File: config.mk
export PLATFORM = sky130hd
export DESIGN_NAME = cpu_top
export DESIGN_NICKNAME = d
export VERILOG_FILES = /design/src/verilog/cpu_isa_pkg.sv /design/src/verilog/cpu_pipe_pkg.sv /design/src/verilog/stage_link.sv /design/src/verilog/fetch_stage.sv /design/src/verilog/decode_stage.sv /design/src/verilog/execute_stage.sv /design/src/verilog/memory_stage.sv /design/src/verilog/writeback_stage.sv /design/src/verilog/cpu_top.sv
export SDC_FILE = /design/constraint.sdc
export NUM_CORES = 1
export LEC_CHECK = 0
export ABC_AREA = 1
export ABC_CLOCK_PERIOD_IN_PS = 6100
export BUFFER_PORTS_ARGS = -buffer_cell sky130_fd_sc_hd__buf_2
export CAP_MARGIN = 5
export CORE_MARGIN = 1
export CORE_UTILIZATION = 40
export CTS_CLUSTER_DIAMETER = 30
export DETAILED_ROUTE_END_ITERATION = 6
export HOLD_SLACK_MARGIN = 0.15
export PLACE_DENSITY = 0.53
export SYNTH_ARGS = -nofsm -noshare
export SYNTH_HDL_FRONTEND = slang
export SYNTH_HIERARCHICAL = 1
export SYNTH_SLANG_ARGS = --single-unit
File: constraint.sdc
create_clock -name clk -period 6.1 [get_ports clk]
set_input_delay 0.305 -clock clk [delete_from_list [all_inputs] [get_ports clk]]
set_output_delay 0.305 -clock clk [all_outputs]
set_load 0.005 [all_outputs]
File: src/verilog/cpu_isa_pkg.sv
`default_nettype none

package cpu_isa_pkg;

	// machine word, doubles as the address width
	typedef logic [15:0] word_t;

	// top nibble of every instruction
	typedef enum logic [3:0] {
		OPC_BNE   = 4'd0,
		OPC_BEQ   = 4'd1,
		OPC_ADI   = 4'd4,
		OPC_LHI   = 4'd6,
		OPC_LWD   = 4'd7,
		OPC_SWD   = 4'd8,
		OPC_JMP   = 4'd9,
		OPC_RTYPE = 4'd15
	} opcode_e;

	// low six bits, only meaningful under rtype
	typedef enum logic [5:0] {
		FN_ADD = 6'd0,
		FN_SUB = 6'd1,
		FN_AND = 6'd2,
		FN_ORR = 6'd3,
		FN_WWD = 6'd28,
		FN_HLT = 6'd29
	} func_e;

	// decoded operation carried down the pipe
	typedef enum logic [3:0] {
		OP_NOP,
		OP_ADD,
		OP_SUB,
		OP_AND,
		OP_ORR,
		OP_ADI,
		OP_LHI,
		OP_LWD,
		OP_SWD,
		OP_BNE,
		OP_BEQ,
		OP_JMP,
		OP_WWD,
		OP_HLT
	} op_e;

	// unlisted encodings fall to the default arm of a case
	function automatic opcode_e inst_opcode(word_t inst);
		return opcode_e'(inst[15:12]);
	endfunction

	function automatic func_e inst_func(word_t inst);
		return func_e'(inst[5:0]);
	endfunction

	function automatic logic [1:0] inst_rs(word_t inst);
		return inst[11:10];
	endfunction

	function automatic logic [1:0] inst_rt(word_t inst);
		return inst[9:8];
	endfunction

	function automatic logic [1:0] inst_rd(word_t inst);
		return inst[7:6];
	endfunction

	// jump field, page bits come from the pc
	function automatic logic [11:0] inst_jtarget(word_t inst);
		return inst[11:0];
	endfunction

	// 8-bit immediate widened with its sign
	function automatic word_t sext_imm(word_t inst);
		return {{8{inst[7]}}, inst[7:0]};
	endfunction

endpackage

`default_nettype wire

File: src/verilog/cpu_pipe_pkg.sv
`default_nettype none

package cpu_pipe_pkg;

	// one of the four architectural registers
	typedef logic [1:0] reg_idx_t;

	// control bits decided in decode, consumed downstream
	typedef struct packed {
		cpu_isa_pkg::op_e op;
		logic             reg_write;
		reg_idx_t         dest;
		logic             mem_read;
		logic             mem_write;
	} ctrl_t;

	// does nothing anywhere in the pipe
	localparam ctrl_t CTRL_NOP = '{
		op:        cpu_isa_pkg::OP_NOP,
		reg_write: 1'b0,
		dest:      2'd0,
		mem_read:  1'b0,
		mem_write: 1'b0
	};

	// in-flight instruction that will still write r
	function automatic logic writes_reg(logic valid, ctrl_t ctrl, reg_idx_t r);
		return valid && ctrl.reg_write && (ctrl.dest == r);
	endfunction

endpackage

`default_nettype wire

File: src/verilog/stage_link.sv
`timescale 1ns/1ps
`default_nettype none

// one instruction slot between two adjacent stages
interface stage_link;
	import cpu_isa_pkg::*;
	import cpu_pipe_pkg::*;

	logic  valid;
	word_t pc;
	word_t inst;
	ctrl_t ctrl;
	// register operands, a is rs and b is rt
	word_t a;
	word_t b;
	word_t imm;
	// alu output, or load data after memory
	word_t result;

	modport producer (output valid, pc, inst, ctrl, a, b, imm, result);
	modport consumer (input valid, pc, inst, ctrl, a, b, imm, result);

	// hazard check only needs these two
	modport watch (input valid, ctrl);

endinterface

`default_nettype wire

File: src/verilog/fetch_stage.sv
`timescale 1ns/1ps
`default_nettype none

module fetch_stage #(
	parameter cpu_isa_pkg::word_t reset_pc = 16'h0000
) (
	input wire logic clk,
	input wire logic rst,
	input wire logic stall,
	input wire logic redirect,
	input wire cpu_isa_pkg::word_t target,
	input wire cpu_isa_pkg::word_t data1,
	output cpu_isa_pkg::word_t address1,
	output logic read_m1,
	stage_link.producer if_id
);
	import cpu_isa_pkg::*;
	import cpu_pipe_pkg::*;

	word_t pc;
	logic halt_fetched;
	logic fetch_hlt;
	logic advance;

	// word on the instruction port is a halt
	assign fetch_hlt = (inst_opcode(data1) == OPC_RTYPE) && (inst_func(data1) == FN_HLT);

	// new word enters if/id this edge
	assign advance = !redirect && !stall && !halt_fetched;

	assign address1 = pc;
	assign read_m1 = ~halt_fetched;

	// decode fills these
	assign if_id.ctrl = CTRL_NOP;
	assign if_id.a = '0;
	assign if_id.b = '0;
	assign if_id.imm = '0;
	assign if_id.result = '0;

	always_ff @(posedge clk) begin
		if (rst) begin
			pc <= reset_pc;
			halt_fetched <= 1'b0;
			if_id.valid <= 1'b0;
		end else if (redirect) begin
			// wrong-path word dropped, a flushed halt no longer counts
			pc <= target;
			halt_fetched <= 1'b0;
			if_id.valid <= 1'b0;
		end else if (advance) begin
			pc <= pc + 16'd1;
			halt_fetched <= fetch_hlt;
			if_id.valid <= 1'b1;
		end else if (!stall) begin
			// frozen behind a halt, feed bubbles
			if_id.valid <= 1'b0;
		end
	end

	always_ff @(posedge clk) begin
		if (advance) begin
			if_id.pc <= pc;
			if_id.inst <= data1;
		end
	end

endmodule

`default_nettype wire

File: src/verilog/decode_stage.sv
`timescale 1ns/1ps
`default_nettype none

module decode_stage (
	input wire logic clk,
	input wire logic rst,
	input wire logic redirect,
	input wire logic wb_we,
	input wire cpu_pipe_pkg::reg_idx_t wb_dest,
	input wire cpu_isa_pkg::word_t wb_data,
	output logic stall,
	stage_link.consumer if_id,
	stage_link.watch id_ex_watch,
	stage_link.watch ex_mem_watch,
	stage_link.watch mem_wb_watch,
	stage_link.producer id_ex
);
	import cpu_isa_pkg::*;
	import cpu_pipe_pkg::*;

	word_t regs [4];
	reg_idx_t rs;
	reg_idx_t rt;
	op_e op;
	ctrl_t ctrl;
	logic use_rs;
	logic use_rt;
	logic hit_rs;
	logic hit_rt;

	assign rs = inst_rs(if_id.inst);
	assign rt = inst_rt(if_id.inst);

	// opcode and func to one operation, empty slot is a nop
	always_comb begin
		op = OP_NOP;
		if (if_id.valid) begin
			case (inst_opcode(if_id.inst))
				OPC_BNE: op = OP_BNE;
				OPC_BEQ: op = OP_BEQ;
				OPC_ADI: op = OP_ADI;
				OPC_LHI: op = OP_LHI;
				OPC_LWD: op = OP_LWD;
				OPC_SWD: op = OP_SWD;
				OPC_JMP: op = OP_JMP;
				OPC_RTYPE: begin
					case (inst_func(if_id.inst))
						FN_ADD: op = OP_ADD;
						FN_SUB: op = OP_SUB;
						FN_AND: op = OP_AND;
						FN_ORR: op = OP_ORR;
						FN_WWD: op = OP_WWD;
						FN_HLT: op = OP_HLT;
						default: op = OP_NOP;
					endcase
				end
				default: op = OP_NOP;
			endcase
		end
	end

	// source fields the operation really reads
	always_comb begin
		use_rs = 1'b0;
		use_rt = 1'b0;
		case (op)
			OP_ADD, OP_SUB, OP_AND, OP_ORR, OP_BNE, OP_BEQ, OP_SWD: begin
				use_rs = 1'b1;
				use_rt = 1'b1;
			end
			OP_ADI, OP_LWD, OP_WWD: use_rs = 1'b1;
			default: ;
		endcase
	end

	// rd for rtype, rt for immediate forms
	always_comb begin
		ctrl = CTRL_NOP;
		ctrl.op = op;
		case (op)
			OP_ADD, OP_SUB, OP_AND, OP_ORR: begin
				ctrl.reg_write = 1'b1;
				ctrl.dest = inst_rd(if_id.inst);
			end
			OP_ADI, OP_LHI: begin
				ctrl.reg_write = 1'b1;
				ctrl.dest = rt;
			end
			OP_LWD: begin
				ctrl.reg_write = 1'b1;
				ctrl.dest = rt;
				ctrl.mem_read = 1'b1;
			end
			OP_SWD: ctrl.mem_write = 1'b1;
			default: ;
		endcase
	end

	// no forwarding, so wait until the writer has left writeback
	assign hit_rs = writes_reg(id_ex_watch.valid, id_ex_watch.ctrl, rs)
		|| writes_reg(ex_mem_watch.valid, ex_mem_watch.ctrl, rs)
		|| writes_reg(mem_wb_watch.valid, mem_wb_watch.ctrl, rs);
	assign hit_rt = writes_reg(id_ex_watch.valid, id_ex_watch.ctrl, rt)
		|| writes_reg(ex_mem_watch.valid, ex_mem_watch.ctrl, rt)
		|| writes_reg(mem_wb_watch.valid, mem_wb_watch.ctrl, rt);
	assign stall = (use_rs && hit_rs) || (use_rt && hit_rt);

	// register file, written by writeback at the edge
	always_ff @(posedge clk) begin
		if (rst) begin
			for (int i = 0; i < 4; i++) begin
				regs[i] <= '0;
			end
		end else if (wb_we) begin
			regs[wb_dest] <= wb_data;
		end
	end

	// bubble on stall or on a taken branch behind us
	always_ff @(posedge clk) begin
		if (rst) begin
			id_ex.valid <= 1'b0;
		end else begin
			id_ex.valid <= if_id.valid && !stall && !redirect;
		end
	end

	always_ff @(posedge clk) begin
		id_ex.pc <= if_id.pc;
		id_ex.inst <= if_id.inst;
		id_ex.ctrl <= ctrl;
		id_ex.a <= regs[rs];
		id_ex.b <= regs[rt];
		id_ex.imm <= sext_imm(if_id.inst);
	end

	// execute computes this
	assign id_ex.result = '0;

endmodule

`default_nettype wire

File: src/verilog/execute_stage.sv
`timescale 1ns/1ps
`default_nettype none

module execute_stage (
	input wire logic clk,
	input wire logic rst,
	stage_link.consumer id_ex,
	stage_link.producer ex_mem,
	output logic redirect,
	output cpu_isa_pkg::word_t target
);
	import cpu_isa_pkg::*;

	word_t alu_out;
	logic taken;

	always_comb begin
		case (id_ex.ctrl.op)
			OP_ADD: alu_out = id_ex.a + id_ex.b;
			OP_SUB: alu_out = id_ex.a - id_ex.b;
			OP_AND: alu_out = id_ex.a & id_ex.b;
			OP_ORR: alu_out = id_ex.a | id_ex.b;
			// adi and the memory address share the adder
			OP_ADI, OP_LWD, OP_SWD: alu_out = id_ex.a + id_ex.imm;
			OP_LHI: alu_out = {id_ex.imm[7:0], 8'h00};
			// wwd and the rest just carry rs
			default: alu_out = id_ex.a;
		endcase
	end

	// branches compare rs with rt
	always_comb begin
		case (id_ex.ctrl.op)
			OP_BNE: taken = (id_ex.a != id_ex.b);
			OP_BEQ: taken = (id_ex.a == id_ex.b);
			OP_JMP: taken = 1'b1;
			default: taken = 1'b0;
		endcase
	end

	// one cycle only, decode bubbles the next slot
	assign redirect = id_ex.valid && taken;

	// jmp keeps the pc page, branches are pc relative
	assign target = (id_ex.ctrl.op == OP_JMP)
		? {id_ex.pc[15:12], inst_jtarget(id_ex.inst)}
		: id_ex.pc + 16'd1 + id_ex.imm;

	always_ff @(posedge clk) begin
		if (rst) begin
			ex_mem.valid <= 1'b0;
		end else begin
			ex_mem.valid <= id_ex.valid;
		end
	end

	always_ff @(posedge clk) begin
		ex_mem.pc <= id_ex.pc;
		ex_mem.inst <= id_ex.inst;
		ex_mem.ctrl <= id_ex.ctrl;
		ex_mem.a <= id_ex.a;
		ex_mem.b <= id_ex.b;
		ex_mem.imm <= id_ex.imm;
		ex_mem.result <= alu_out;
	end

endmodule

`default_nettype wire

File: src/verilog/memory_stage.sv
`timescale 1ns/1ps
`default_nettype none

module memory_stage (
	input wire logic clk,
	input wire logic rst,
	input wire cpu_isa_pkg::word_t data2_in,
	output logic read_m2,
	output logic write_m2,
	output cpu_isa_pkg::word_t address2,
	output cpu_isa_pkg::word_t data2_out,
	stage_link.consumer ex_mem,
	stage_link.producer mem_wb
);

	// strobes only for a live load or store
	assign read_m2 = ex_mem.valid && ex_mem.ctrl.mem_read;
	assign write_m2 = ex_mem.valid && ex_mem.ctrl.mem_write;

	// address from the alu, store data is rt
	assign address2 = ex_mem.result;
	assign data2_out = ex_mem.b;

	always_ff @(posedge clk) begin
		if (rst) begin
			mem_wb.valid <= 1'b0;
		end else begin
			mem_wb.valid <= ex_mem.valid;
		end
	end

	always_ff @(posedge clk) begin
		mem_wb.pc <= ex_mem.pc;
		mem_wb.inst <= ex_mem.inst;
		mem_wb.ctrl <= ex_mem.ctrl;
		mem_wb.a <= ex_mem.a;
		mem_wb.b <= ex_mem.b;
		mem_wb.imm <= ex_mem.imm;
		// load data replaces the address
		mem_wb.result <= ex_mem.ctrl.mem_read ? data2_in : ex_mem.result;
	end

endmodule

`default_nettype wire

File: src/verilog/writeback_stage.sv
`timescale 1ns/1ps
`default_nettype none

module writeback_stage (
	input wire logic clk,
	input wire logic rst,
	stage_link.consumer mem_wb,
	output logic wb_we,
	output cpu_pipe_pkg::reg_idx_t wb_dest,
	output cpu_isa_pkg::word_t wb_data,
	output cpu_isa_pkg::word_t num_inst,
	output cpu_isa_pkg::word_t output_port,
	output logic is_halted
);
	import cpu_isa_pkg::*;

	logic live;

	// nothing retires once halted
	assign live = mem_wb.valid && !is_halted;

	// register file port, taken at the edge ending this cycle
	assign wb_we = live && mem_wb.ctrl.reg_write;
	assign wb_dest = mem_wb.ctrl.dest;
	assign wb_data = mem_wb.result;

	always_ff @(posedge clk) begin
		if (rst) begin
			num_inst <= '0;
			output_port <= '0;
			is_halted <= 1'b0;
		end else if (live) begin
			num_inst <= num_inst + 16'd1;
			// wwd shows rs
			if (mem_wb.ctrl.op == OP_WWD) begin
				output_port <= mem_wb.a;
			end
			if (mem_wb.ctrl.op == OP_HLT) begin
				is_halted <= 1'b1;
			end
		end
	end

endmodule

`default_nettype wire

File: src/verilog/cpu_top.sv
`timescale 1ns/1ps
`default_nettype none

module cpu_top #(
	parameter cpu_isa_pkg::word_t reset_pc = 16'h0000
) (
	input wire logic clk,
	input wire logic rst,
	output logic read_m1,
	output cpu_isa_pkg::word_t address1,
	input wire cpu_isa_pkg::word_t data1,
	output logic read_m2,
	output logic write_m2,
	output cpu_isa_pkg::word_t address2,
	output cpu_isa_pkg::word_t data2_out,
	input wire cpu_isa_pkg::word_t data2_in,
	output cpu_isa_pkg::word_t num_inst,
	output cpu_isa_pkg::word_t output_port,
	output logic is_halted
);
	import cpu_isa_pkg::*;
	import cpu_pipe_pkg::*;

	// hazard hold, decode to fetch
	logic stall;
	// taken branch or jump from execute
	logic redirect;
	word_t target;
	// register write port from writeback
	logic wb_we;
	reg_idx_t wb_dest;
	word_t wb_data;

	stage_link if_id ();
	stage_link id_ex ();
	stage_link ex_mem ();
	stage_link mem_wb ();

	fetch_stage #(
		.reset_pc(reset_pc)
	) u_fetch (
		.clk(clk),
		.rst(rst),
		.stall(stall),
		.redirect(redirect),
		.target(target),
		.data1(data1),
		.address1(address1),
		.read_m1(read_m1),
		.if_id(if_id)
	);

	// id_ex goes in twice, as output and as hazard source
	decode_stage u_decode (
		.clk(clk),
		.rst(rst),
		.redirect(redirect),
		.wb_we(wb_we),
		.wb_dest(wb_dest),
		.wb_data(wb_data),
		.stall(stall),
		.if_id(if_id),
		.id_ex_watch(id_ex),
		.ex_mem_watch(ex_mem),
		.mem_wb_watch(mem_wb),
		.id_ex(id_ex)
	);

	execute_stage u_execute (
		.clk(clk),
		.rst(rst),
		.id_ex(id_ex),
		.ex_mem(ex_mem),
		.redirect(redirect),
		.target(target)
	);

	memory_stage u_memory (
		.clk(clk),
		.rst(rst),
		.data2_in(data2_in),
		.read_m2(read_m2),
		.write_m2(write_m2),
		.address2(address2),
		.data2_out(data2_out),
		.ex_mem(ex_mem),
		.mem_wb(mem_wb)
	);

	writeback_stage u_writeback (
		.clk(clk),
		.rst(rst),
		.mem_wb(mem_wb),
		.wb_we(wb_we),
		.wb_dest(wb_dest),
		.wb_data(wb_data),
		.num_inst(num_inst),
		.output_port(output_port),
		.is_halted(is_halted)
	);

endmodule

`default_nettype wire

# ---- Word level (Yosys, flattened, before mapping)
# Memory sizes are Yosys's and may differ from the RTL's. A register that Yosys moved wholly into a read port is not among the register bits.
# Cells that the tools add are included.
dict set report word_totals {
  ff_bits 227
  latch_bits 0
  ram_bits 64
  mem_bits_ro 0
  output_inout_bits 84
  elab_cells 156
  n_memories 1
}
dict set report classes {
  add_sub_neg 7
  n_mul 0
  div 0
  magnitude_cmp 0
  n_eq_ne 47
  shift 0
  muxes 24
  n_bitwise 3
  n_reduce_logical 42
}
# memory words width rd rd_clocked_by_memory_dff write_ports line_no
set memory_table {}
lappend memory_table {u_decode.regs 4 16 2 2 4 decode_stage.sv:21} ;# word_t regs [4];
# operator n
set op_table {}
lappend op_table {{case mux 16 bit (6 select lines)} 1}
lappend op_table {{2-to-1 mux 16 bit} 5}
lappend op_table {{== test 4 bit, second input constant} 14}
lappend op_table {{adder 16 x 1 -> 16 bit, second input constant} 3}
lappend op_table {{adder 16 bit} 3}
lappend op_table {{== test 4 x 3 -> 1 bit, second input constant} 11}
lappend op_table {{case mux 4 bit (8 select lines)} 1}
lappend op_table {{case mux 4 bit (6 select lines)} 1}
lappend op_table {{logical AND 1 bit} 21}
lappend op_table {{== test 6 x 5 -> 1 bit, second input constant} 3}
lappend op_table {{bitwise AND 16 bit} 1}
lappend op_table {{== test 16 bit} 1}
lappend op_table {{== test 4 x 2 -> 1 bit, second input constant} 4}
lappend op_table {{inequality test 16 bit} 1}
lappend op_table {{bitwise OR 16 bit} 1}
lappend op_table {{OR reduction 16 bit} 1}
lappend op_table {{subtractor 16 bit} 1}
lappend op_table {{== test 2 bit} 6}
lappend op_table {{== test 4 x 1 -> 1 bit, second input constant} 3}
lappend op_table {{== test 6 x 2 -> 1 bit, second input constant} 2}
lappend op_table {{2-to-1 mux 1 bit} 12}
lappend op_table {{OR reduction 10 bit} 1}
lappend op_table {{OR reduction 7 bit} 1}
lappend op_table {{== test 6 x 1 -> 1 bit, second input constant} 1}
lappend op_table {{15 further kinds} 24}

# ---- Longest topological paths before layout
# Gate-level depths: netlist of run 1.
dict set report logic_depth {
  depth_word 14
  ltp_mapped 21
}

# ---- Cells and area by module
# Netlist of run 1, hierarchy kept.
# module instances cells_each area_each_um2
set by_module_without_submodules {}
lappend by_module_without_submodules {execute_stage 1 857 6213.5}
lappend by_module_without_submodules {decode_stage 1 583 5521.5}
lappend by_module_without_submodules {memory_stage 1 196 2628.8}
lappend by_module_without_submodules {fetch_stage 1 281 2627.5}
lappend by_module_without_submodules {writeback_stage 1 217 1582.8}

# ---- Least setup slack after synthesis of run 1
# Ideal clock, no wire load.
dict set report synth_path {
  path_type {flip-flop to flip-flop}
  startpoint {register u_decode.id_ex.a[8] (read register of u_decode.regs)}
  endpoint {register u_fetch.if_id.inst[0] (enable)}
  setup_time_ps 390
  arrival_time_ps 2599
  setup_slack_ps 3111
  stages_incl_launch_ff 12
  path_buffers 0
  period_less_slack_ps 2989
  path_cell_list {dfxtp_1 -> inv_1 -> ha_1 -> nor2_1 -> inv_1 -> nor3_1 -> nand2_1 -> o211ai_1 -> a21oi_1 -> inv_1 -> nand2_1 -> inv_1}
}
dict set report synth_between {
  elab_chain_cells 6
  word_cells_on_any_way 7
  classes_between {eq/ne (2); mux (1); reduce/logical (4)}
}
# element line_no
set synth_lines {}
lappend synth_lines {{start: declaration} stage_link.sv:20} ;# modport producer (output valid, pc, inst, ctrl, a, b, imm, result);
lappend synth_lines {{== test 16 bit or inequality test 16 bit (tied branches)} {execute_stage.sv:35, execute_stage.sv:34}}
lappend synth_lines {{case mux 1 bit (3 select lines) *} execute_stage.sv:33} ;# case (id_ex.ctrl.op)
lappend synth_lines {{logical AND 1 bit *} execute_stage.sv:42} ;# assign redirect = id_ex.valid && taken;
lappend synth_lines {{via redirect} cpu_top.sv:27} ;# logic redirect;
lappend synth_lines {{logical NOT 1 bit *} fetch_stage.sv:29} ;# assign advance = !redirect && !stall && !halt_fetched;
lappend synth_lines {{logical AND 1 bit * (2 in series)} fetch_stage.sv:29}
lappend synth_lines {{via u_fetch.advance} fetch_stage.sv:23} ;# logic advance;
lappend synth_lines {{end signal: assignment} fetch_stage.sv:64} ;# if_id.inst <= data1;
lappend synth_lines {{end: declaration} stage_link.sv:20}
# Mark *: on every way through the listed nets, which the timed path passes. The rest lies on a longest branch.
# A chain may end at the register's enable or synchronous reset.

# ---- Worst setup path in the final report of run 1
dict set report layout_path {
  startpoint {register u_decode/id_ex.ctrl[8] (netlist name)}
  endpoint {register u_execute.ex_mem.result[12]}
}
dict set report layout_between {
  elab_chain_cells 3
  word_cells_on_any_way 10
  classes_between {eq/ne (8); mux (1); reduce/logical (1)}
}
# element line_no
set layout_lines {}
lappend layout_lines {{== test 4 x 3 -> 1 bit or == test 4 bit (tied branches)} execute_stage.sv:18} ;# case (id_ex.ctrl.op)
lappend layout_lines {{OR reduction 3 bit} execute_stage.sv:18}
lappend layout_lines {{case mux 16 bit (6 select lines) *} execute_stage.sv:18}
lappend layout_lines {{via u_execute.alu_out[12]} execute_stage.sv:14} ;# word_t alu_out;
lappend layout_lines {{end signal: assignment} execute_stage.sv:64} ;# ex_mem.result <= alu_out;
lappend layout_lines {{end: declaration} stage_link.sv:20}
# Marked as above.

==> impl_metrics.yaml, run 1 <==
timing:
  hold_viol_final: 0
  tightest_slew_ps: 1120
  tns_ps: 0
  min_period_over_period_pct: 62.6
  drv_slew: 0
  relSlewSlack_pct: 25.4
  fin_worst_skew_ps: 20.7
  rsz0062_at_grt: "false"
  fin_crit_ps: 3820
  setup_viol: 0
  layout_setup_ws_ps: 2280
  max_freq_mhz: 262
  hold_ws_ps: 234
detailed_routing:
  wirelength_um: 45900
  routed-via-count: 13300
  first_iter_violations: 1109
  wire_per_inst_um: 17.5
  ant_nets: 0
  first_pass_iters: 6
  drc_errors: 0
  avgViaCountPerCell: 5.09
clock_network:
  htreeDepth: 3
  cts_root_buf: "clkbuf_16"
  numClockSinks: 315
  cts_made_buffers: 75
  tritoncts: "built"
  insertion_delay_ps: 580
  clockBufferDepth: 3
  cts_setup_buffers: 0
  clk_pin_slew_ps: 50
floorplanning:
  core-area_mm2: 0.0379
  start_util_pct: 41.0
  die-area_mm2: 0.0396
  io-pin-count: 118
  dieHeight_um: 199
  rows: 71
  die_x_um: 199
layout:
  mostFrequentLayoutCells: "nand2_1, nor2_1, dfxtp_1"
  syn_to_final_growth_pct: 22.8
  n_antenna_cell: 0
  final_cells: 2620
  final_common_cell: "nand2_1"
  final_nets: 2169
  fillCellCount: 3655
  final_layout_size_suffix_gt1_share_pct: 15.6
setup_path:
  r2r-start: "u_decode/id_ex.ctrl[8]$_DFF_P_"
  critical_path_required_ps: 6530
  cp_num_buf_inv: 3
  cp_slowest_cell: "nand2_1"
  crit_end: "u_execute/ex_mem.result[12]$_DFF_P_"
  worstRegToRegCells: 17
  cp_num_cells: 17
  crit_arrival_ps: 4250
  crit_family: "simple AND/OR/NAND/NOR gates"
  worst-setup-path-type: "reg2reg"
  rrSetupSlack_ps: 2280
  cp_cell_sequence: "inv_2 > nor2_1 > nand2_1 > nand2_1 > nand2_1 > o21ai_0 > ha_1 > inv_1 > fa_1 > inv_1 > nand3_1 > nand3_1 > nand3_1 > nand3_1 > nand2_1 > nand3_1 > nand4_1"
  crit_fanout: 32
  end_kind: "flip-flop"
  cp_slowest_stage_delay_ps: 840
  startpoint: "u_decode/id_ex.ctrl[8]$_DFF_P_"
  cp-start-kind: "flip-flop"
  critPathMostFrequentCell: "nand3_1"
  r2r_end: "u_execute/ex_mem.result[12]$_DFF_P_"
worst_hold_path:
  whs_path_depth: 3
  hold_class: "in2reg"
synthesis:
  syn-num-nets: 2045
  avgSynthCellArea_um2: 8.07
  syn_area_mm2: 0.0155
  yosys_warnings: 6
  netlist_instances: 1925
power:
  ir_worst_vdd_uv: 235
  p_leak_nw: 8.66
  power.density_mw_per_mm2: 403
  power.total_mw: 7.69
global_route:
  grt_pass1_vias: 12800
  grt_max_degree: 38
  grt_overflow: 0
  grt_usage_pct: 23.3
  antenna_found_initial: 2
  grt_pass1_wl_um: 69800
placement:
  io_buffers: 117
  place_ws_ps: 2350
  hpwl_um: 32800
  placed_cells: 2451
  place_congestion: 0.938
flow_run:
  cap_violations: 0
status:
  run_status: "finished, final reports clean"
[stage by stage]
stage	util, %	instance area, um2
final	50.3	19100
after floorplan	-	15500
after detailed placement	42.5	16100
after global routing	50.3	19100
after CTS	50.3	19100
after global placement	42.5	16100
[flip-flops by register name, summed over array words and instances, names as in the netlist, 5 cells and up]
| register | count |
|---|---|
| u_decode/id_ex.imm | 7 |
| u_decode/id_ex.ctrl | 9 |
| u_decode/id_ex.pc | 16 |
| u_memory/mem_wb.ctrl | 7 |
| u_fetch/address1 | 16 |
| u_memory/mem_wb.result | 16 |
| u_decode/id_ex.a | 16 |
| u_execute/ex_mem.a | 16 |
| u_decode/id_ex.b | 16 |
| u_execute/ex_mem.b | 16 |
| u_decode/regs | 64 |
| u_fetch/if_id.inst | 16 |
| u_writeback/output_port | 16 |
| u_writeback/num_inst | 16 |
| u_decode/id_ex.inst | 5 |
| u_execute/ex_mem.ctrl | 9 |
| u_fetch/if_id.pc | 16 |
| u_execute/ex_mem.result | 16 |
| u_memory/mem_wb.a | 16 |
[per-layer routing]
layer | part of all wire (%) | routed length, um | track usage, % | vias up
li1 | - | - | - | 6537
met4 | 3.0 | 1370 | 10.1 | 4
met2 | 44 | 20100 | 35.7 | 488
met5 | 0.055 | 25 | 0 | -
met3 | 7.7 | 3520 | 5.92 | 93
met1 | 45 | 20900 | 30.9 | 6226
[timing repair]
item,CTS,global route
gates resized for setup,0,0
endpoints found under the hold margin,33,0
hold buffers,32,0
[worst min-delay path by stage]
stage,end,from
after floorplan,u_execute/ex_mem.ctrl[0]$_DFF_P_,u_decode/id_ex.ctrl[0]$_DFF_P_
after global placement,u_execute/ex_mem.ctrl[1]$_DFF_P_,u_decode/id_ex.ctrl[1]$_DFF_P_
after detailed placement,u_memory/mem_wb.a[0]$_DFF_P_,u_execute/ex_mem.a[0]$_DFF_P_
after CTS,u_execute/ex_mem.valid$_SDFF_PP0_,rst
after global routing,u_execute/ex_mem.valid$_SDFF_PP0_,rst
final,u_writeback/num_inst[0]$_SDFFE_PP0P_,rst
[cell type report]
class	count	area, um2	share of cell area, %
multi-input combinational	1266	6650	34.8
inverter	228	866	4.54
sequential	315	7270	38.1
tap	511	639	3.35
timing repair buffer	163	1010	5.30
clock buffer	87	2020	10.6
clock inverter	50	629	3.30
[worst register-to-register path: stages, from the launching register on]
cell and delay [ps]:
dfxtp_1 470, inv_2 90, nor2_1 190, nand2_1 160, nand2_1 840, nand2_1 90
o21ai_0 120, ha_1 260, inv_1 80, fa_1 440, inv_1 100, nand3_1 70
nand3_1 220, nand3_1 180, nand3_1 110, nand2_1 50, nand3_1 100, nand4_1 110
[report_power, final]
group | leakage (nW) | switching [mW] | internal [mW]
Sequential | 2.84 | 0.182 | 2.36
Combinational | 4.54 | 0.658 | 0.346
Clock | 1.29 | 1.26 | 2.89
No activity file was read; power rests on OpenSTA's default activity.
==> inputs of run 2 (changes only) <==
Settings changed: ABC_AREA 1 to 0, ABC_CLOCK_PERIOD_IN_PS 6100 to 3250, PLACE_DENSITY 0.53 to 0.56.
Clock period 6.1 ns to 3.25 ns, I/O delays scaled along.
==> run 2 against run 1 <==
Compared with the run above: core utilization up 2.4 points; combinational power up 57%; the run now ends with setup timing left; wire length down 13%; count of clock-buffer cells in the layout up 2; register-to-register slack worse by 2300 ps; largest cell class unchanged; largest power group unchanged; clock power up 76%; flip-flop and latch count unchanged; critical path type unchanged; design area up 1.8%; critical path depth down 7; die area down 3.0%; first-iteration DRC count down 49%; global-route usage down 2.5 points; highest routed layer is now met4; critical endpoint is now u_fetch/address1[15]$_SDFFE_PP0P_.
==> impl_metrics.yaml, run 2 <==
clock_network:
  htreeDepth: 3
  cts_root_buf: "clkbuf_16"
  clk_pin_slew_ps: 40
  tritoncts: "built"
  numClockSinks: 315
  insertion_delay_ps: 590
  clockBufferDepth: 3
  cts_made_buffers: 75
timing:
  fin_crit_ps: 3260
  layout_setup_ws_ps: -9.47
  relSlewSlack_pct: 26.9
  rsz0062_at_grt: "true"
  fin_worst_skew_ps: 20.8
  hold_ws_ps: 296
  min_period_over_period_pct: 100
  max_freq_mhz: 307
  setup_viol: 2
  hold_viol_final: 0
  tightest_slew_ps: 1100
  drv_slew: 0
setup_path:
  end_kind: "flip-flop"
  rrSetupSlack_ps: -9
  r2r_end: "u_fetch/address1[15]$_SDFFE_PP0P_"
  worst-setup-path-type: "reg2reg"
  crit_arrival_ps: 3780
  crit_end: "u_fetch/address1[15]$_SDFFE_PP0P_"
  crit_fanout: 6
  startpoint: "u_fetch/if_id.inst[3]$_DFFE_PP_"
  critical_path_required_ps: 3770
  cp-start-kind: "flip-flop"
  worstRegToRegCells: 10
  r2r-start: "u_fetch/if_id.inst[3]$_DFFE_PP_"
detailed_routing:
  wirelength_um: 39800
  drc_errors: 0
  routed-via-count: 10800
  ant_nets: 0
  avgViaCountPerCell: 5.06
  first_iter_violations: 567
  first_pass_iters: 4
  wire_per_inst_um: 18.6
power:
  power.density_mw_per_mm2: 693
  p_leak_nw: 8.35
  ir_worst_vdd_uv: 450
layout:
  final_common_cell: "dfxtp_1"
  mostFrequentLayoutCells: "dfxtp_1, buf_2, edfxtp_1"
  final_layout_size_suffix_gt1_share_pct: 29.2
  largest_reg_flops: 64
  postLayoutCellArea_mm2: 0.0194
  top_register: "u_decode/regs"
  final_nets: 1692
  fin_util_pct: 52.7
  syn_to_final_growth_pct: 28.9
synthesis:
  syn_area_mm2: 0.0151
  netlist_instances: 1357
  avgSynthCellArea_um2: 11.1
  syn-num-nets: 1477
  yosys_warnings: 6
placement:
  place_congestion: 0.905
  placed_area_mm2: 0.0163
  io_buffers: 117
  hpwl_um: 27900
floorplanning:
  die-area_mm2: 0.0385
  die_x_um: 196
  rows: 70
  core-area_mm2: 0.0369
  start_util_pct: 40.9
  io-pin-count: 118
  dieHeight_um: 196
worst_hold_path:
  whs_path_depth: 2
  hp-start: "data1[11]"
  hold_class: "in2reg"
global_route:
  grt_usage_pct: 20.8
  grt_overflow: 0
  grt_pass1_vias: 10800
  grt_pass1_wl_um: 61100
  grt_max_degree: 55
  antenna_found_initial: 0
status:
  failed_checks: "setup timing"
  run_status: "complete, but fails checks"
flow_run:
  cap_violations: 0
-- run 2: stage by stage --
stage	setup WS (ps)	total power [mW]	instances	TNS, ps
after floorplan	63.2	5.67	1357	0
after global placement	-4.00	6.12	1961	-4.00
after detailed placement	-89.3	6.13	1961	-399
after CTS	-8.80	13.5	2133	-8.80
after global routing	-124	14.0	2138	-357
final	-9.47	13.5	2139	-16.4
-- run 2: timing repair --
action,CTS,global route
pin swaps,1,28
gates resized for setup,7,40
cloned,0,1
hold buffers,32,0
buffers inserted,1,4
endpoints found under the hold margin,33,0
endpoints found under the setup margin,9,20
-- run 2: layout make-up --
| type | instances | area, um2 |
|---|---|---|
| diodes | 1 | 2.50 |
| clock buffers | 89 | 1970 |
| clock inverters | 50 | 559 |
| fillers | 3237 | 17400 |
| inverters | 65 | 244 |
| multi-input cells | 865 | 7040 |
| flip-flops and latches | 315 | 7270 |
| well taps | 504 | 631 |
| repair buffers | 250 | 1710 |
-- run 2: per-layer routing --
layer  GRT usage [%]  wire, um  vias to the layer above  share of wire, %
met1            27.6     18400                     5210                46
met3            4.18      1840                       72               4.6
met4            7.67       955                        0               2.4
met5               0         0                        -                 0
met2            33.4     18600                      263                47
li1                -         -                     5278                 -
-- run 2: critical path: stages (launching register included) --
cell and delay, ps:
edfxtp_1 370, or3_4 430, or3b_4 420, a211oi_4 280, a2bb2oi_2 170, o32ai_2 100
or2_1 250, or3b_4 490, nor4_4 290, mux2i_1 230, and3_1 170
-- run 2: worst min path at each step --
| stage | to | slack [ps] |
|---|---|---|
| after floorplan | u_execute/ex_mem.valid$_SDFF_PP0_ | 230 |
| after global placement | u_memory/mem_wb.a[1]$_DFF_P_ | 310 |
| after detailed placement | u_memory/mem_wb.a[11]$_DFF_P_ | 310 |
| after CTS | u_fetch/if_id.inst[11]$_DFFE_PP_ | 270 |
| after global routing | u_fetch/if_id.inst[8]$_DFFE_PP_ | 280 |
| final | u_fetch/if_id.inst[11]$_DFFE_PP_ | 300 |
-- run 2: power by group --
part / total (mW) / switching [mW] / internal [mW]
Combinational: 1.57 / 0.823 / 0.751
Sequential: 4.59 / 0.244 / 4.35
Clock: 7.29 / 2.37 / 4.92
==> inputs of run 3 (changes only) <==
Settings changed: ABC_CLOCK_PERIOD_IN_PS 3250 to 2900, BUFFER_PORTS_ARGS -buffer_cell sky130_fd_sc_hd__buf_2 to not set, CAP_MARGIN 5 to 20, DONT_BUFFER_PORTS set to 1, PLACE_DENSITY 0.56 to 0.53.
Clock period 3.25 ns to 2.9 ns, I/O delays scaled along.
==> run 3 against run 2 <==
Compared with the run above: the run still ends with setup timing left; critical path depth is the same; die area did not move; global-route usage grew 0.62 points; worst setup slack worse by 280 ps; core utilization increased by 0.98 points; power grew 13%; clock skew increased by 5.9 ps; register-to-register slack worse by 280 ps; via count is 0.91% lower; critical path type unchanged; highest routed layer unchanged.
==> impl_metrics.yaml, run 3 (synthesis results as in run 2) <==
status:
  run_status: "complete, but fails checks"
  failed_checks: "setup timing"
timing:
  drv_slew: 0
  setup_viol: 51
  layout_setup_ws_ps: -290
  rsz0062_at_grt: "true"
  min_period_over_period_pct: 110
  fin_crit_ps: 3190
  tightest_slew_ps: 1110
  hold_ws_ps: 192
  relSlewSlack_pct: 25.7
  fin_worst_skew_ps: 26.7
  hold_viol_final: 0
  max_freq_mhz: 313
global_route:
  grt_overflow: 0
  grt_max_degree: 43
  antenna_found_initial: 2
  grt_usage_pct: 21.4
  grt_pass1_vias: 11000
  grt_pass1_wl_um: 62600
detailed_routing:
  avgViaCountPerCell: 5.11
  drc_errors: 0
  first_iter_violations: 768
  ant_nets: 0
  routed-via-count: 10700
  first_pass_iters: 5
  wire_per_inst_um: 19.3
  wirelength_um: 40500
clock_network:
  htreeDepth: 3
  clk_pin_slew_ps: 50
  tritoncts: "built"
  cts_root_buf: "clkbuf_16"
  clockBufferDepth: 3
  cts_made_buffers: 75
  numClockSinks: 315
  insertion_delay_ps: 570
layout:
  mostFrequentLayoutCells: "dfxtp_1, buf_4, edfxtp_1"
  fin_util_pct: 53.7
  final_layout_size_suffix_gt1_share_pct: 28.8
  syn_to_final_growth_pct: 31.3
  largest_reg_flops: 64
  final_nets: 1653
  final_common_cell: "dfxtp_1"
  top_register: "u_decode/regs"
  final_cells: 2097
power:
  power.density_mw_per_mm2: 772
  p_int_mw: 11.4
  ir_worst_vdd_uv: 683
  clkPwrFrac_pct: 53.9
  seq_power_share_pct: 33.8
  p_sw_share_pct: 25.3
  p_leak_nw: 8.28
  switchingPower_mw: 3.86
  p_comb_share_pct: 12.4
  power.total_mw: 15.3
worst_hold_path:
  hold-path-endpoint: "u_decode/regs[3][3]$_DFFE_PP_"
  hold_class: "in2reg"
  hp-start: "rst"
  whs_path_depth: 1
setup_path:
  crit_fanout: 7
  rrSetupSlack_ps: -290
  cp_cell_sequence: "or3_4 > or3b_4 > a211oi_4 > a2bb2oi_2 > o32ai_2 > or2_4 > or3b_4 > nor4_4 > mux2i_1 > and3_1"
  crit_arrival_ps: 3690
  cp_slowest_cell: "or3b_4"
  end_kind: "flip-flop"
  r2r-start: "u_fetch/if_id.inst[3]$_DFFE_PP_"
  cp_slowest_stage_delay_ps: 480
  critPathMostFrequentCell: "or3b_4"
  critical_path_required_ps: 3400
  worstRegToRegCells: 10
  crit_family: "simple AND/OR/NAND/NOR gates"
  cp_num_buf_inv: 0
  worst-setup-path-type: "reg2reg"
  r2r_end: "u_fetch/address1[15]$_SDFFE_PP0P_"
  cp-start-kind: "flip-flop"
floorplanning:
  io-pin-count: 118
  start_util_pct: 40.9
  dieHeight_um: 196
  core-area_mm2: 0.0369
  die_x_um: 196
  rows: 70
  die-area_mm2: 0.0385
placement:
  io_buffers: 0
  placed_cells: 1891
  place_congestion: 0.881
  hpwl_um: 28400
  place_ws_ps: -376
flow_run:
  cap_violations: 0
-- run 3: changes by cell type in the layout (fill, tap and decap cells not counted), sizes merged --
cell,previous run,this run
clkbuf,89,85
bufinv,7,8
nor2,90,89
inv,70,73
clkinv,32,27
clkinvlp,6,8
buf,218,166
dlygate4sd3,32,46
-- run 3: timing repair --
item | 4_1_cts | 5_1_grt
endpoints found under the setup margin | 45 | 59
cloned | 1 | 0
hold buffers | 48 | 0
buffers inserted | 16 | 8
pin swaps | 41 | 48
resized for setup | 43 | 38
endpoints found under the hold margin | 117 | 0
-- run 3: power by group through the flow --
stage	Sequential (mW)	Clock [mW]	Combinational (mW)
after floorplan	5.08	0	1.31
after global placement	5.23	0	1.67
after detailed placement	5.23	0	1.68
after CTS	5.16	8.38	1.84
after global routing	5.19	8.65	2.06
final	5.16	8.23	1.89
-- run 3: area by class of cell --
class	count	area (um2)
fill	3206	17100
multi-input combinational	864	7280
sequential	315	7270
clock buffer	85	1970
timing repair buffer	212	1830
tap	504	631
clock inverter	51	559
inverter	65	245
antenna	1	2.50
-- run 3: how the worst max path moves through the flow --
| stage | startpoint | to | slack, ps | depth (start not counted) |
|---|---|---|---|---|
| 2_1_floorplan | u_fetch/if_id.inst[3]$_DFFE_PP_ | u_fetch/if_id.inst[0]$_DFFE_PP_ | -270 | 7 |
| 3_3_place_gp | u_fetch/if_id.inst[3]$_DFFE_PP_ | u_fetch/address1[15]$_SDFFE_PP0P_ | -290 | 11 |
| 3_5_place_dp | u_fetch/if_id.inst[3]$_DFFE_PP_ | u_fetch/address1[9]$_SDFFE_PP0P_ | -380 | 11 |
| 4_1_cts | u_fetch/if_id.inst[4]$_DFFE_PP_ | u_fetch/address1[13]$_SDFFE_PP0P_ | -310 | 11 |
| 5_1_grt | u_fetch/if_id.inst[3]$_DFFE_PP_ | u_fetch/address1[15]$_SDFFE_PP0P_ | -410 | 10 |
| 6_report | u_fetch/if_id.inst[3]$_DFFE_PP_ | u_fetch/address1[15]$_SDFFE_PP0P_ | -290 | 10 |
-- run 3: per-stage QoR --
stage	setup TNS, ps	instance area, um2
final	-6160	19800
after CTS	-3190	19600
after global placement	-2590	16200
after global routing	-12450	19800
after floorplan	-9610	15300
after detailed placement	-4840	16200
-- run 3: worst register-to-register path, cell delays in order (launching register included) --
cell and delay [ps]:
edfxtp_1 380, or3_4 410, or3b_4 410, a211oi_4 240, a2bb2oi_2 160, o32ai_2 90
or2_4 280, or3b_4 480, nor4_4 300, mux2i_1 200, and3_1 170
-- run 3: metal layers --
layer	wire length (um)	part of all wire, %	GRT usage [%]
met5	0	0	0
met4	941	2.3	8.25
met3	2040	5.0	4.21
met2	18800	46	34.0
met1	18700	46	28.7
